<file path="src/ppu_pkg.sv">
/*
 * PPU shared definitions
 * Width types, configuration and bus structs, FSM encodings
 */
package ppu_pkg;

	// ----------------------------------------
	// Widths with a meaning

	// Screen coordinate or display size
	typedef logic [8:0]  coord_t;
	// Playfield coordinate or scroll value
	typedef logic [9:0]  pf_coord_t;
	// log2 of a playfield dimension, 3..10
	typedef logic [3:0]  log_size_t;
	// RGB555
	typedef logic [14:0] colour_t;
	// Memory pixel word, alpha flag on top of a colour
	typedef logic [15:0] pixel_t;
	typedef logic [31:0] addr_t;

	localparam int ALPHA_BIT = 15;

	// ----------------------------------------
	// Configuration

	typedef struct packed {
		logic      enable;
		pf_coord_t scroll_x;
		pf_coord_t scroll_y;
		log_size_t log_w;
		log_size_t log_h;
		addr_t     base;
	} bg_cfg_t;

	// disp_w/disp_h hold the last valid x/y
	typedef struct packed {
		coord_t  disp_w;
		coord_t  disp_h;
		colour_t default_colour;
		logic    halt_vsync;
	} ppu_cfg_t;

	// Fetch request, room for a size field later
	typedef struct packed {
		addr_t addr;
	} bus_req_t;

	// ----------------------------------------
	// FSM encodings

	typedef enum logic [1:0] {STOPPED, RUNNING, STOPPING} run_state_t;

	typedef enum logic {ARB_IDLE, ARB_BUSY} arb_state_t;

endpackage
</file>
<file path="src/ppu_top.sv">
/*
 * PPU top level
 * Bitmap layers behind one bus arbiter, blended into a pixel stream
 */
module ppu_top #(
	parameter int N_BG = 2
) (
	input  logic                        clk_ppu,
	input  logic                        rst_n_ppu,
	input  ppu_pkg::ppu_cfg_t           cfg_i,
	input  ppu_pkg::bg_cfg_t [N_BG-1:0] bg_cfg_i,
	input  logic                        run_i,
	input  logic                        halt_i,
	output logic                        running_o,
	output logic                        mem_req_o,
	output ppu_pkg::addr_t              mem_addr_o,
	input  logic                        mem_ack_i,
	input  ppu_pkg::pixel_t             mem_rdata_i,
	output logic                        pix_vld_o,
	output ppu_pkg::colour_t            pix_o,
	input  logic                        pix_rdy_i
);
	import ppu_pkg::*;

	logic                advance;
	logic                end_of_frame;
	logic [N_BG-1:0]     layer_en;
	logic [N_BG-1:0]     fetch_vld;
	bus_req_t [N_BG-1:0] fetch_req;
	logic [N_BG-1:0]     fetch_ack;
	pixel_t              fetch_data;
	logic [N_BG-1:0]     px_vld;
	pixel_t [N_BG-1:0]   px;
	logic [N_BG-1:0]     px_pop;

	// ----------------------------------------
	// Raster and run control

	// Only the frame mark is used here
	ppu_raster_counter u_raster (
		.clk_ppu        (clk_ppu),
		.rst_n_ppu      (rst_n_ppu),
		.cfg_i          (cfg_i),
		.advance_i      (advance),
		.beam_x_o       (),
		.beam_y_o       (),
		.end_of_frame_o (end_of_frame)
	);

	ppu_run_ctrl u_run (
		.clk_ppu        (clk_ppu),
		.rst_n_ppu      (rst_n_ppu),
		.cfg_i          (cfg_i),
		.run_i          (run_i),
		.halt_i         (halt_i),
		.advance_i      (advance),
		.end_of_frame_i (end_of_frame),
		.running_o      (running_o)
	);

	// ----------------------------------------
	// Layers

	for (genvar i = 0; i < N_BG; i++) begin : g_bg
		assign layer_en[i] = bg_cfg_i[i].enable;

		ppu_background u_bg (
			.clk_ppu      (clk_ppu),
			.rst_n_ppu    (rst_n_ppu),
			.cfg_i        (bg_cfg_i[i]),
			.disp_cfg_i   (cfg_i),
			.fetch_vld_o  (fetch_vld[i]),
			.fetch_req_o  (fetch_req[i]),
			.fetch_ack_i  (fetch_ack[i]),
			.fetch_data_i (fetch_data),
			.px_vld_o     (px_vld[i]),
			.px_o         (px[i]),
			.px_pop_i     (px_pop[i])
		);
	end

	// ----------------------------------------
	// Bus and blend

	ppu_bus_arbiter #(
		.N_BG (N_BG)
	) u_arb (
		.clk_ppu     (clk_ppu),
		.rst_n_ppu   (rst_n_ppu),
		.req_vld_i   (fetch_vld),
		.req_i       (fetch_req),
		.ack_o       (fetch_ack),
		.rdata_o     (fetch_data),
		.mem_req_o   (mem_req_o),
		.mem_addr_o  (mem_addr_o),
		.mem_ack_i   (mem_ack_i),
		.mem_rdata_i (mem_rdata_i)
	);

	ppu_blender #(
		.N_BG (N_BG)
	) u_blend (
		.cfg_i      (cfg_i),
		.layer_en_i (layer_en),
		.px_vld_i   (px_vld),
		.px_i       (px),
		.running_i  (running_o),
		.pix_rdy_i  (pix_rdy_i),
		.pix_vld_o  (pix_vld_o),
		.pix_o      (pix_o),
		.pop_o      (px_pop),
		.advance_o  (advance)
	);

endmodule

</file>
<file path="src/ppu_run_ctrl.sv">
/*
 * Run control
 * Run/halt FSM with optional stop at the end of a frame
 */
module ppu_run_ctrl (
	input  logic              clk_ppu,
	input  logic              rst_n_ppu,
	input  ppu_pkg::ppu_cfg_t cfg_i,
	input  logic              run_i,
	input  logic              halt_i,
	input  logic              advance_i,
	input  logic              end_of_frame_i,
	output logic              running_o
);
	import ppu_pkg::*;

	run_state_t state_q;
	run_state_t state_nxt;
	logic       running_q;

	always_comb begin
		state_nxt = state_q;
		case (state_q)
			STOPPED:  if (run_i && !halt_i) state_nxt = RUNNING;
			RUNNING: begin
				if (halt_i) begin
					state_nxt = STOPPED;
				end else if (cfg_i.halt_vsync && advance_i && end_of_frame_i) begin
					// Last pixel of the frame just went out
					state_nxt = STOPPING;
				end
			end
			STOPPING: state_nxt = STOPPED;
			default:  state_nxt = STOPPED;
		endcase
	end

	always_ff @(posedge clk_ppu or negedge rst_n_ppu) begin
		if (!rst_n_ppu) begin
			state_q   <= STOPPED;
			running_q <= 1'b0;
		end else begin
			state_q   <= state_nxt;
			running_q <= (state_nxt == RUNNING);
		end
	end

	assign running_o = running_q;

endmodule

</file>
<file path="src/ppu_blender.sv">
/*
 * Layer blender
 * Highest enabled opaque layer wins, else the default colour
 */
module ppu_blender #(
	parameter int N_BG = 2
) (
	input  ppu_pkg::ppu_cfg_t          cfg_i,
	input  logic [N_BG-1:0]            layer_en_i,
	input  logic [N_BG-1:0]            px_vld_i,
	input  ppu_pkg::pixel_t [N_BG-1:0] px_i,
	input  logic                       running_i,
	input  logic                       pix_rdy_i,
	output logic                       pix_vld_o,
	output ppu_pkg::colour_t           pix_o,
	output logic [N_BG-1:0]            pop_o,
	output logic                       advance_o
);
	import ppu_pkg::*;

	logic handshake;

	// Disabled layers never hold up the stream
	assign pix_vld_o = running_i && (&(px_vld_i | ~layer_en_i));

	// Later layers overwrite earlier ones
	always_comb begin
		pix_o = cfg_i.default_colour;
		for (int i = 0; i < N_BG; i++) begin
			if (layer_en_i[i] && px_i[i][ALPHA_BIT]) begin
				pix_o = px_i[i][ALPHA_BIT-1:0];
			end
		end
	end

	assign handshake = pix_vld_o && pix_rdy_i;
	assign advance_o = handshake;
	assign pop_o     = {N_BG{handshake}} & layer_en_i;

endmodule

</file>
<file path="src/ppu_bus_arbiter.sv">
/*
 * Memory bus arbiter
 * Fixed priority, lowest layer wins; one transfer in flight
 */
module ppu_bus_arbiter #(
	parameter int N_BG = 2
) (
	input  logic                         clk_ppu,
	input  logic                         rst_n_ppu,
	input  logic [N_BG-1:0]              req_vld_i,
	input  ppu_pkg::bus_req_t [N_BG-1:0] req_i,
	output logic [N_BG-1:0]              ack_o,
	output ppu_pkg::pixel_t              rdata_o,
	output logic                         mem_req_o,
	output ppu_pkg::addr_t               mem_addr_o,
	input  logic                         mem_ack_i,
	input  ppu_pkg::pixel_t              mem_rdata_i
);
	import ppu_pkg::*;

	localparam int IDX_W = (N_BG > 1) ? $clog2(N_BG) : 1;

	arb_state_t       state_q;
	logic [IDX_W-1:0] win_idx;
	logic [IDX_W-1:0] sel_q;
	bus_req_t         req_q;

	// Lowest-numbered valid requester
	always_comb begin
		win_idx = '0;
		for (int i = N_BG - 1; i >= 0; i--) begin
			if (req_vld_i[i]) begin
				win_idx = IDX_W'(i);
			end
		end
	end

	always_ff @(posedge clk_ppu or negedge rst_n_ppu) begin
		if (!rst_n_ppu) begin
			state_q <= ARB_IDLE;
			sel_q   <= '0;
		end else begin
			case (state_q)
				ARB_IDLE: begin
					if (|req_vld_i) begin
						state_q <= ARB_BUSY;
						sel_q   <= win_idx;
					end
				end
				ARB_BUSY: begin
					if (mem_ack_i) begin
						state_q <= ARB_IDLE;
					end
				end
				default: state_q <= ARB_IDLE;
			endcase
		end
	end

	// Address held for the whole transfer
	always_ff @(posedge clk_ppu) begin
		if (state_q == ARB_IDLE && |req_vld_i) begin
			req_q <= req_i[win_idx];
		end
	end

	assign mem_req_o  = (state_q == ARB_BUSY);
	assign mem_addr_o = req_q.addr;

	// Ack goes back to the granted layer only
	always_comb begin
		ack_o = '0;
		if (mem_req_o && mem_ack_i) begin
			ack_o[sel_q] = 1'b1;
		end
	end

	assign rdata_o = mem_rdata_i;

endmodule

</file>
<file path="src/ppu_background.sv">
/*
 * Bitmap background layer
 * Fetches one pixel word per screen position from a scrolled,
 * wrapping playfield and queues the words for the blender
 */
module ppu_background (
	input  logic              clk_ppu,
	input  logic              rst_n_ppu,
	input  ppu_pkg::bg_cfg_t  cfg_i,
	input  ppu_pkg::ppu_cfg_t disp_cfg_i,
	output logic              fetch_vld_o,
	output ppu_pkg::bus_req_t fetch_req_o,
	input  logic              fetch_ack_i,
	input  ppu_pkg::pixel_t   fetch_data_i,
	output logic              px_vld_o,
	output ppu_pkg::pixel_t   px_o,
	input  logic              px_pop_i
);
	import ppu_pkg::*;

	// Fetch-ahead screen position, runs ahead of the raster
	coord_t     fx_q;
	coord_t     fy_q;
	pf_coord_t  mask_w;
	pf_coord_t  mask_h;
	pf_coord_t  pf_x;
	pf_coord_t  pf_y;
	addr_t      pix_idx;

	pixel_t     buf_q [2];
	logic       wr_ptr_q;
	logic       rd_ptr_q;
	logic [1:0] count_q;
	logic       push;
	logic       pop;

	// ----------------------------------------
	// Address generation

	assign mask_w = ~({$bits(pf_coord_t){1'b1}} << cfg_i.log_w);
	assign mask_h = ~({$bits(pf_coord_t){1'b1}} << cfg_i.log_h);

	// Scrolled position, modulo the playfield size
	assign pf_x = (pf_coord_t'(fx_q) + cfg_i.scroll_x) & mask_w;
	assign pf_y = (pf_coord_t'(fy_q) + cfg_i.scroll_y) & mask_h;

	assign pix_idx          = (addr_t'(pf_y) << cfg_i.log_w) + addr_t'(pf_x);
	assign fetch_req_o.addr = cfg_i.base + (pix_idx << 1);

	// A single fetch at a time, only while a slot is free
	assign fetch_vld_o = cfg_i.enable && (count_q != 2'd2);

	always_ff @(posedge clk_ppu or negedge rst_n_ppu) begin
		if (!rst_n_ppu) begin
			fx_q <= '0;
			fy_q <= '0;
		end else if (fetch_ack_i) begin
			if (fx_q == disp_cfg_i.disp_w) begin
				fx_q <= '0;
				if (fy_q == disp_cfg_i.disp_h) begin
					fy_q <= '0;
				end else begin
					fy_q <= fy_q + 1'b1;
				end
			end else begin
				fx_q <= fx_q + 1'b1;
			end
		end
	end

	// ----------------------------------------
	// Pixel buffer, two entries

	assign push = fetch_ack_i;
	assign pop  = px_pop_i && px_vld_o;

	always_ff @(posedge clk_ppu) begin
		if (push) begin
			buf_q[wr_ptr_q] <= fetch_data_i;
		end
	end

	always_ff @(posedge clk_ppu or negedge rst_n_ppu) begin
		if (!rst_n_ppu) begin
			wr_ptr_q <= 1'b0;
			rd_ptr_q <= 1'b0;
			count_q  <= 2'd0;
		end else begin
			if (push) begin
				wr_ptr_q <= ~wr_ptr_q;
			end
			if (pop) begin
				rd_ptr_q <= ~rd_ptr_q;
			end
			count_q <= count_q + 2'(push) - 2'(pop);
		end
	end

	assign px_vld_o = cfg_i.enable && (count_q != 2'd0);
	assign px_o     = buf_q[rd_ptr_q];

endmodule

</file>
<file path="src/ppu_raster_counter.sv">
/*
 * Raster counter
 * Walks the beam over the display area, one step per output pixel
 */
module ppu_raster_counter (
	input  logic              clk_ppu,
	input  logic              rst_n_ppu,
	input  ppu_pkg::ppu_cfg_t cfg_i,
	input  logic              advance_i,
	output ppu_pkg::coord_t   beam_x_o,
	output ppu_pkg::coord_t   beam_y_o,
	output logic              end_of_frame_o
);
	import ppu_pkg::*;

	coord_t x_q;
	coord_t y_q;
	logic   end_of_row;

	assign end_of_row     = (x_q == cfg_i.disp_w);
	assign end_of_frame_o = end_of_row && (y_q == cfg_i.disp_h);

	always_ff @(posedge clk_ppu or negedge rst_n_ppu) begin
		if (!rst_n_ppu) begin
			x_q <= '0;
			y_q <= '0;
		end else if (advance_i) begin
			if (end_of_row) begin
				x_q <= '0;
				// Wrap to the top after the last row
				if (end_of_frame_o) begin
					y_q <= '0;
				end else begin
					y_q <= y_q + 1'b1;
				end
			end else begin
				x_q <= x_q + 1'b1;
			end
		end
	end

	assign beam_x_o = x_q;
	assign beam_y_o = y_q;

endmodule

</file>
<file path="config.mk">
export PLATFORM = sky130hd
export DESIGN_NAME = ppu_top
export DESIGN_NICKNAME = d
export VERILOG_FILES = /design/src/ppu_pkg.sv /design/src/ppu_top.sv /design/src/ppu_run_ctrl.sv /design/src/ppu_blender.sv /design/src/ppu_bus_arbiter.sv /design/src/ppu_background.sv /design/src/ppu_raster_counter.sv
export SDC_FILE = /design/constraint.sdc
export NUM_CORES = 1
export LEC_CHECK = 0
export ABC_AREA = 1
export BUFFER_PORTS_ARGS = -buffer_cell sky130_fd_sc_hd__buf_2
export CORE_MARGIN = 2
export CORE_UTILIZATION = 60
export DETAILED_ROUTE_END_ITERATION = 10
export GPL_TIMING_DRIVEN = 0
export PLACE_DENSITY = 0.79
export SLEW_MARGIN = 20
export SYNTH_ARGS = -nofsm -noshare
export SYNTH_HDL_FRONTEND = slang
export SYNTH_SLANG_ARGS = --single-unit
</file>
<file path="constraint.sdc">
create_clock -name clk_ppu -period 9.2 [get_ports clk_ppu]
set_clock_uncertainty 0.2 [all_clocks]
set_input_delay 0.46 -clock clk_ppu [delete_from_list [all_inputs] [get_ports clk_ppu]]
set_output_delay 0.46 -clock clk_ppu [all_outputs]
set_load 0.03 [all_outputs]
</file>
Word-level counts from Yosys, hierarchy flattened

Memories as Yosys holds them, arrays and structs flattened.
Cells that the tools add are included.

Memories kept: 2
Output and inout port bits: 50
Logic and storage cells: 125
Bits in read-only memories: 0
Bits in latches: 0
Bits in writable memories: 64
Input bits: 178
Register bits after elaboration: 99

Memories:

| memory             | depth | bits a word | rd ports | clocked after memory_dff | wr ports | RTL line             | RTL |
|---|---|---|---|---|---|---|---|
| g_bg[0].u_bg.buf_q | 2     | 16          | 1        | 0                        | 1        | ppu_background.sv:30 | `pixel_t buf_q [2];` |
| g_bg[1].u_bg.buf_q | 2     | 16          | 1        | 0                        | 1        | ppu_background.sv:30 |  |

Shift-type cells: 6
$mul: 0
Add/sub/neg operators: 18
Bitwise operators: 16
Magnitude comparators: 3
Reductions and logical operators: 27
Equality and inequality tests: 10
Div/mod/pow operators: 0
Multiplexer cells: 26

Operators with widths:

| kind                                                                  | count |
|---|---|
| 32-bit adder                                                          | 2 |
| 32-bit 2-to-1 mux                                                     | 2 |
| 31-bit by 10-bit adder with 31-bit output                             | 2 |
| 10-bit by 4-bit << shifter with 31-bit output                         | 2 |
| 9-bit by 1-bit adder with 9-bit output, second input constant         | 6 |
| 9-bit equality test                                                   | 6 |
| 9-bit 2-to-1 mux                                                      | 6 |
| 9-bit by 10-bit adder with 10-bit output                              | 4 |
| 10-bit bitwise AND                                                    | 4 |
| 10-bit NOT                                                            | 4 |
| 10-bit by 4-bit << shifter with 10-bit output, first input constant   | 4 |
| 15-bit 2-to-1 mux                                                     | 2 |
| 1-bit logical AND                                                     | 17 |
| 2-bit AND reduction                                                   | 5 |
| 1-bit 2-to-1 mux                                                      | 9 |
| 2-bit 2-to-1 mux                                                      | 4 |
| 1-bit NOT                                                             | 5 |
| 2-bit by 1-bit adder with 2-bit output                                | 2 |
| 2-bit by 1-bit equality test with 1-bit output, second input constant | 2 |
| 1-bit by 2-bit < comparator with 1-bit output, second input constant  | 2 |
| 2-bit inequality test, second input constant                          | 2 |
| 2-bit case mux with 2 select lines                                    | 1 |
| 2-bit nonzero test                                                    | 2 |
| 2-bit by 1-bit subtractor with 2-bit output                           | 2 |
| other kinds (9)                                                       | 9 |

Logic depth before layout (Yosys ltp)

Depth in word-level cells: 12
Depth in mapped cells: 42
Depth with buffers taken out: 42

Hierarchy

A second synthesis with hierarchy kept.

Cell total of the unflattened synthesis: 2,338
Area total of the unflattened synthesis: 16,294.4 µm²

Modules (own cells, without submodules):

| module                         | instances | area each (µm²) | sequential area each (µm²) | cells an instance |
|---|---|---|---|---|
| ppu_background at g_bg[1].u_bg | 1         | 6,357.3         | 1,511.4                    | 932 |
| ppu_background at g_bg[0].u_bg | 1         | 6,327.3         | 1,511.4                    | 910 |
| ppu_bus_arbiter                | 1         | 1,610.3         | 1,011.0                    | 166 |
| ppu_raster_counter             | 1         | 1,331.3         | 450.4                      | 188 |
| ppu_blender                    | 1         | 535.5           | 0.0                        | 125 |
| ppu_run_ctrl                   | 1         | 132.6           | 75.1                       | 17 |

Worst setup path after synthesis

Ideal clock, no wire load.

Path kind: in2reg
Start: in bg_cfg_i[101] (netlist name)
End: reg u_arb.req_q (netlist bit u_arb.mem_addr_o[27]), data pin
Data required time: 8.744 ns
Library setup time: 0.256 ns
Cell stages on the path: 31
Buffers on the path: 0
Slack: 3.844 ns
Arrival time: 4.900 ns
Cells stage by stage: ha_1 > inv_1 > fa_1 > a21oi_1 > nand2_1 > o21ai_0 > inv_1 > nor2_1 > inv_1 > fa_1 > o21ai_0 > a21oi_1 > o21ai_0 > a21o_1 > nand4_1 > a21oi_4 > nand3_1 > nand2_1 > nand2_1 > ha_1 > nand2_1 > inv_1 > a21oi_1 > inv_1 > a21oi_1 > nor2_1 > a211oi_1 > nand2_1 > or2_2 > nand3_1 > nand2_1

Longest elaborated chain between the ends: 7

RTL lines:

| element                                              | RTL line              | RTL |
|---|---|---|
| start, declared                                      | ppu_top.sv:11         | `input ppu_pkg::bg_cfg_t [N_BG-1:0] bg_cfg_i,` |
| 9-bit by 10-bit adder with 10-bit output             | ppu_background.sv:45  | `assign pf_y = (pf_coord_t'(fy_q) + cfg_i.scroll_y) & mask_h;` |
| 10-bit bitwise AND                                   | ppu_background.sv:45  |  |
| 10-bit by 4-bit << shifter with 31-bit output        | ppu_background.sv:47  | `assign pix_idx = (addr_t'(pf_y) << cfg_i.log_w) + addr_t'(pf_x);` |
| 31-bit by 10-bit adder with 31-bit output            | ppu_background.sv:47  |  |
| 32-bit adder                                         | ppu_background.sv:48  | `assign fetch_req_o.addr = cfg_i.base + (pix_idx << 1);` |
| 32-bit 2-to-1 mux (not written as such) (2 in a row) | ppu_bus_arbiter.sv:63 | `req_q <= req_i[win_idx];` |
| end signal, assigned                                 | ppu_bus_arbiter.sv:63 |  |
| end, declared                                        | ppu_bus_arbiter.sv:26 | `bus_req_t req_q;` |

No other way between the ends. The select of a mux whose other input is x is not followed.
A chain may end at the register's enable or synchronous reset.

Final worst setup path

Start: reg g_bg[1].u_bg.fy_q[0]
End: reg u_arb.req_q (netlist bit u_arb.mem_addr_o[24]), data pin

Longest elaborated chain between the ends: 7

RTL lines:

| element                                              | RTL line              | RTL |
|---|---|---|
| start, declared                                      | ppu_background.sv:23  | `coord_t fy_q;` |
| start signal, assigned                               | ppu_background.sv:63  | `fy_q <= fy_q + 1'b1;` |
| 9-bit by 10-bit adder with 10-bit output             | ppu_background.sv:45  |  |
| 10-bit bitwise AND                                   | ppu_background.sv:45  |  |
| 10-bit by 4-bit << shifter with 31-bit output        | ppu_background.sv:47  |  |
| 31-bit by 10-bit adder with 31-bit output            | ppu_background.sv:47  |  |
| 32-bit adder                                         | ppu_background.sv:48  |  |
| 32-bit 2-to-1 mux (not written as such) (2 in a row) | ppu_bus_arbiter.sv:63 |  |

No other way between the ends. The select of a mux whose other input is x is not followed.

==> flow_summary.json <==
{
  "status": "finished clean",
  "synth_top_cell_by_area": "edfxtp_1",
  "synthFlopType": "edfxtp_1",
  "grt_use_total_pct": 34.3,
  "power.density_mw_per_mm2": 232,
  "slowest_stage": "o21ai_0",
  "drv_cap": 0,
  "swShare_pct": 47.5,
  "holdCritPathClass": "in -> reg",
  "endpoint_kind": "register",
  "worstRegToRegCells": 31,
  "crit_path_end": "u_arb.mem_addr_o[24]",
  "r2r-end": "u_arb.mem_addr_o[24]",
  "power_mw": 4.12,
  "ys_seq_area_share_pct": 29.4,
  "cts_made_buffers": 17,
  "slowest_delay_ps": 430,
  "grt_pass1_vias": 15200,
  "dr.pass1.iters": 7,
  "syn2layout_area_growth_pct": 14.7,
  "insertion_delay_ps": 440,
  "min_period_over_period_pct": 69.1,
  "die-height_um": 165,
  "nNetsFinal": 2730,
  "rsz0062_at_grt": "false",
  "syn_area_mm2": 0.0155,
  "seqPwrFrac_pct": 27.9,
  "setup_tns_ps": 0,
  "hp-start": "mem_rdata_i[12]",
  "power_frac_comb_pct": 53.5,
  "antenna_found_initial": 8,
  "path_max_fanout": 5,
  "die_w_um": 165,
  "worstPathRequired_ps": 9190,
  "via_per_inst": 5.73,
  "clk_pin_slew_ps": 80,
  "fmax_mhz": 157,
  "postCtsResizedCells": 0,
  "totalWireLength_mm": 46.0,
  "slew_headroom_pct": 44.3,
  "path_class": "reg -> reg",
  "drc_errors": 0,
  "synth_area_leaders": "edfxtp_1 19%, nand2_1 12%, dfrtp_1 11%",
  "drv_slew": 0,
  "drt_iter0_drc": 1666,
  "numPortBuffers": 223,
  "startpoint": "g_bg[1].u_bg.fy_q[0]",
  "r2r_start": "g_bg[1].u_bg.fy_q[0]",
  "grt_pass1_wl_mm": 73.7,
  "gp_congestion": 0.941,
  "internal-power_mw": 2.16,
  "cp-start-kind": "register",
  "cpMostUsedCell": "nand2_1",
  "clk_path_buf_depth": 2,
  "holdWs_ps": 14.6,
  "switchingPower_mw": 1.96,
  "die-area_mm2": 0.0271,
  "multi_input_area_mm2": 0.00968,
  "ios": 228,
  "avgSynthCellArea_um2": 7.14,
  "grt.overflow.total": 0,
  "htree_levels": 4,
  "place_area_mm2": 0.0171,
  "fin_area_mm2": 0.0178,
  "cts_sinks": 163,
  "pwr-share-clk_pct": 18.6,
  "dp_hpwl_mm": 37.1,
  "seq_area_mm2": 0.00456,
  "regToRegSetupSlack_ps": 2850,
  "design.core.area_mm2": 0.0253,
  "grt_max_degree": 50,
  "post_drt_wl_per_cell_um": 16.6,
  "filler_cell_count": 2117,
  "ctsRootBufferMaster": "clkbuf_16",
  "start_util_pct": 61.4,
  "setup_viol": 0,
  "ys_types": 58,
  "worst_slew_pin_slew_ps": 828,
  "arrival_ps": 6340,
  "synthCells": 2171,
  "yosysTopAreaCellShare_pct": 18.6,
  "drive_above_1_share_pct": 14.8,
  "period_minus_slack_ps": 6350,
  "ant_nets": 0,
  "p_leak_nw": 8.96,
  "post_cts_buffers": 0,
  "hold_viol": 0,
  "synth_edf_count": 96,
  "placement_rows": 58,
  "async_flop_share_pct": 41.1,
  "cts_tree": "yes",
  "peakVddDrop_v": 0.000150,
  "ys_ff_latch": 163,
  "vias": 15900,
  "yosysWarningCount": 0
}
cells in the final DEF, fill, tap and decap left out, types with 24 or more instances in the layout:
cell	n
nand2_1	488
inv_1	288
buf_2	234
nor2_1	167
nand3_1	160
a21oi_1	159
o21ai_0	138
ha_1	124
edfxtp_1	96
dfrtp_1	67
nand4_1	60
xor2_1	55
nor3_1	35
xnor2_1	34
mux2i_1	30
clkbuf_1	24
through the flow:
stage / utilization (%) / worst slack (ps) / std cells
2_1_floorplan: - / 3840 / 2172
3_3_place_gp: 67.4 / 2910 / 2725
3_5_place_dp: 67.8 / 2810 / 2730
4_1_cts: 70.4 / 2920 / 2763
5_1_grt: 70.4 / 2110 / 2767
6_report: 70.4 / 2850 / 2769
power by group through the flow:
stage	registers (mW)	clock network (mW)	logic, mW
after global routing	1.16	0.796	2.47
final	1.15	0.766	2.21
after floorplan	1.23	0	1.49
after global placement	1.15	0	2.10
after CTS	1.14	0.769	2.19
after detailed placement	1.16	0	2.16
worst max-delay path, delay by kind of cell, from the launching register on:
kind | cells | cell delay [ps]
AOI/OAI and AO/OA | 11 | 2510
buffers and inverters | 4 | 320
adders and majority gates | 4 | 1300
and+or+nand+nor | 11 | 1170
DFF | 1 | 420
xor gates and xnor gates | 1 | 170
layer usage:
layer	global-route usage, %	wire length, um	vias to the layer above
li1	-	-	7873
met2	56.8	21200	656
met1	45.4	19900	7266
met3	6.91	3850	78
met4	10.8	1040	4
met5	0	25	-
logic make-up after synthesis:
| family | synth area share [%] |
|---|---|
| xor+xnor | 5.03 |
| mux | 1.94 |
| fa+ha+maj | 11.0 |
| flops | 29.4 |
| compound gates | 14.8 |
| buf+inv | 8.23 |
| other cells | 0.0242 |
| simple gates | 29.5 |
Yosys cell counts, types with 11 or more instances:
master    number
nand2_1      488
inv_1        289
nor2_1       171
nand3_1      160
a21oi_1      159
o21ai_0      138
ha_1         124
edfxtp_1      96
dfrtp_1       67
nand4_1       60
xor2_1        55
nor3_1        35
xnor2_1       34
mux2i_1       30
clkbuf_1      24
nand2_2       19
o211ai_1      17
a31oi_1       14
nor2_2        14
nor3b_1       14
nand3_2       13
buf_2         12
nand3b_1      11
sequential cells by signal (all words and copies together) (netlist names):
register and cells:
g_bg.u_bg.count_q 4, g_bg.u_bg.wr_ptr_q 2, u_run.state_q 2, u_raster.beam_y_o 9, u_arb.mem_req_o 1, u_arb.mem_addr_o 32, g_bg.u_bg.fx_q 18, u_run.running_o 1
g_bg.u_bg.buf_q 64, u_arb.sel_q 1, u_raster.beam_x_o 9, g_bg.u_bg.rd_ptr_q 2, g_bg.u_bg.fy_q 18
timing repair:
item	CTS	global route
endpoints found under the setup margin	0	0
hold buffers	1	0
hold endpoints to repair	18	0
layout make-up:
type / instances / share of cell area (%)
Buffer: 40 / 0.929
Multi-Input combinational cell: 1673 / 54.4
Tap cell: 330 / 2.32
Timing Repair Buffer: 229 / 6.78
Clock inverter: 15 / 1.19
Clock buffer: 17 / 2.39
Inverter: 296 / 6.25
Sequential cell: 163 / 25.6
Antenna cell: 6 / 0.0844
worst min-delay path by stage:
stage                                     end  slack (ps)  cells past startpoint
global route         g_bg[0].u_bg.buf_q[1][8]          10                      1
global placement        g_bg[1].u_bg.wr_ptr_q         280                      1
floorplan             g_bg[0].u_bg.count_q[0]         -40                      0
detailed placement           u_run.state_q[0]         170                      1
finish              g_bg[1].u_bg.buf_q[1][12]          10                      1
CTS                 g_bg[1].u_bg.buf_q[1][12]          10                      1
No activity file was read; power rests on OpenSTA's default activity.
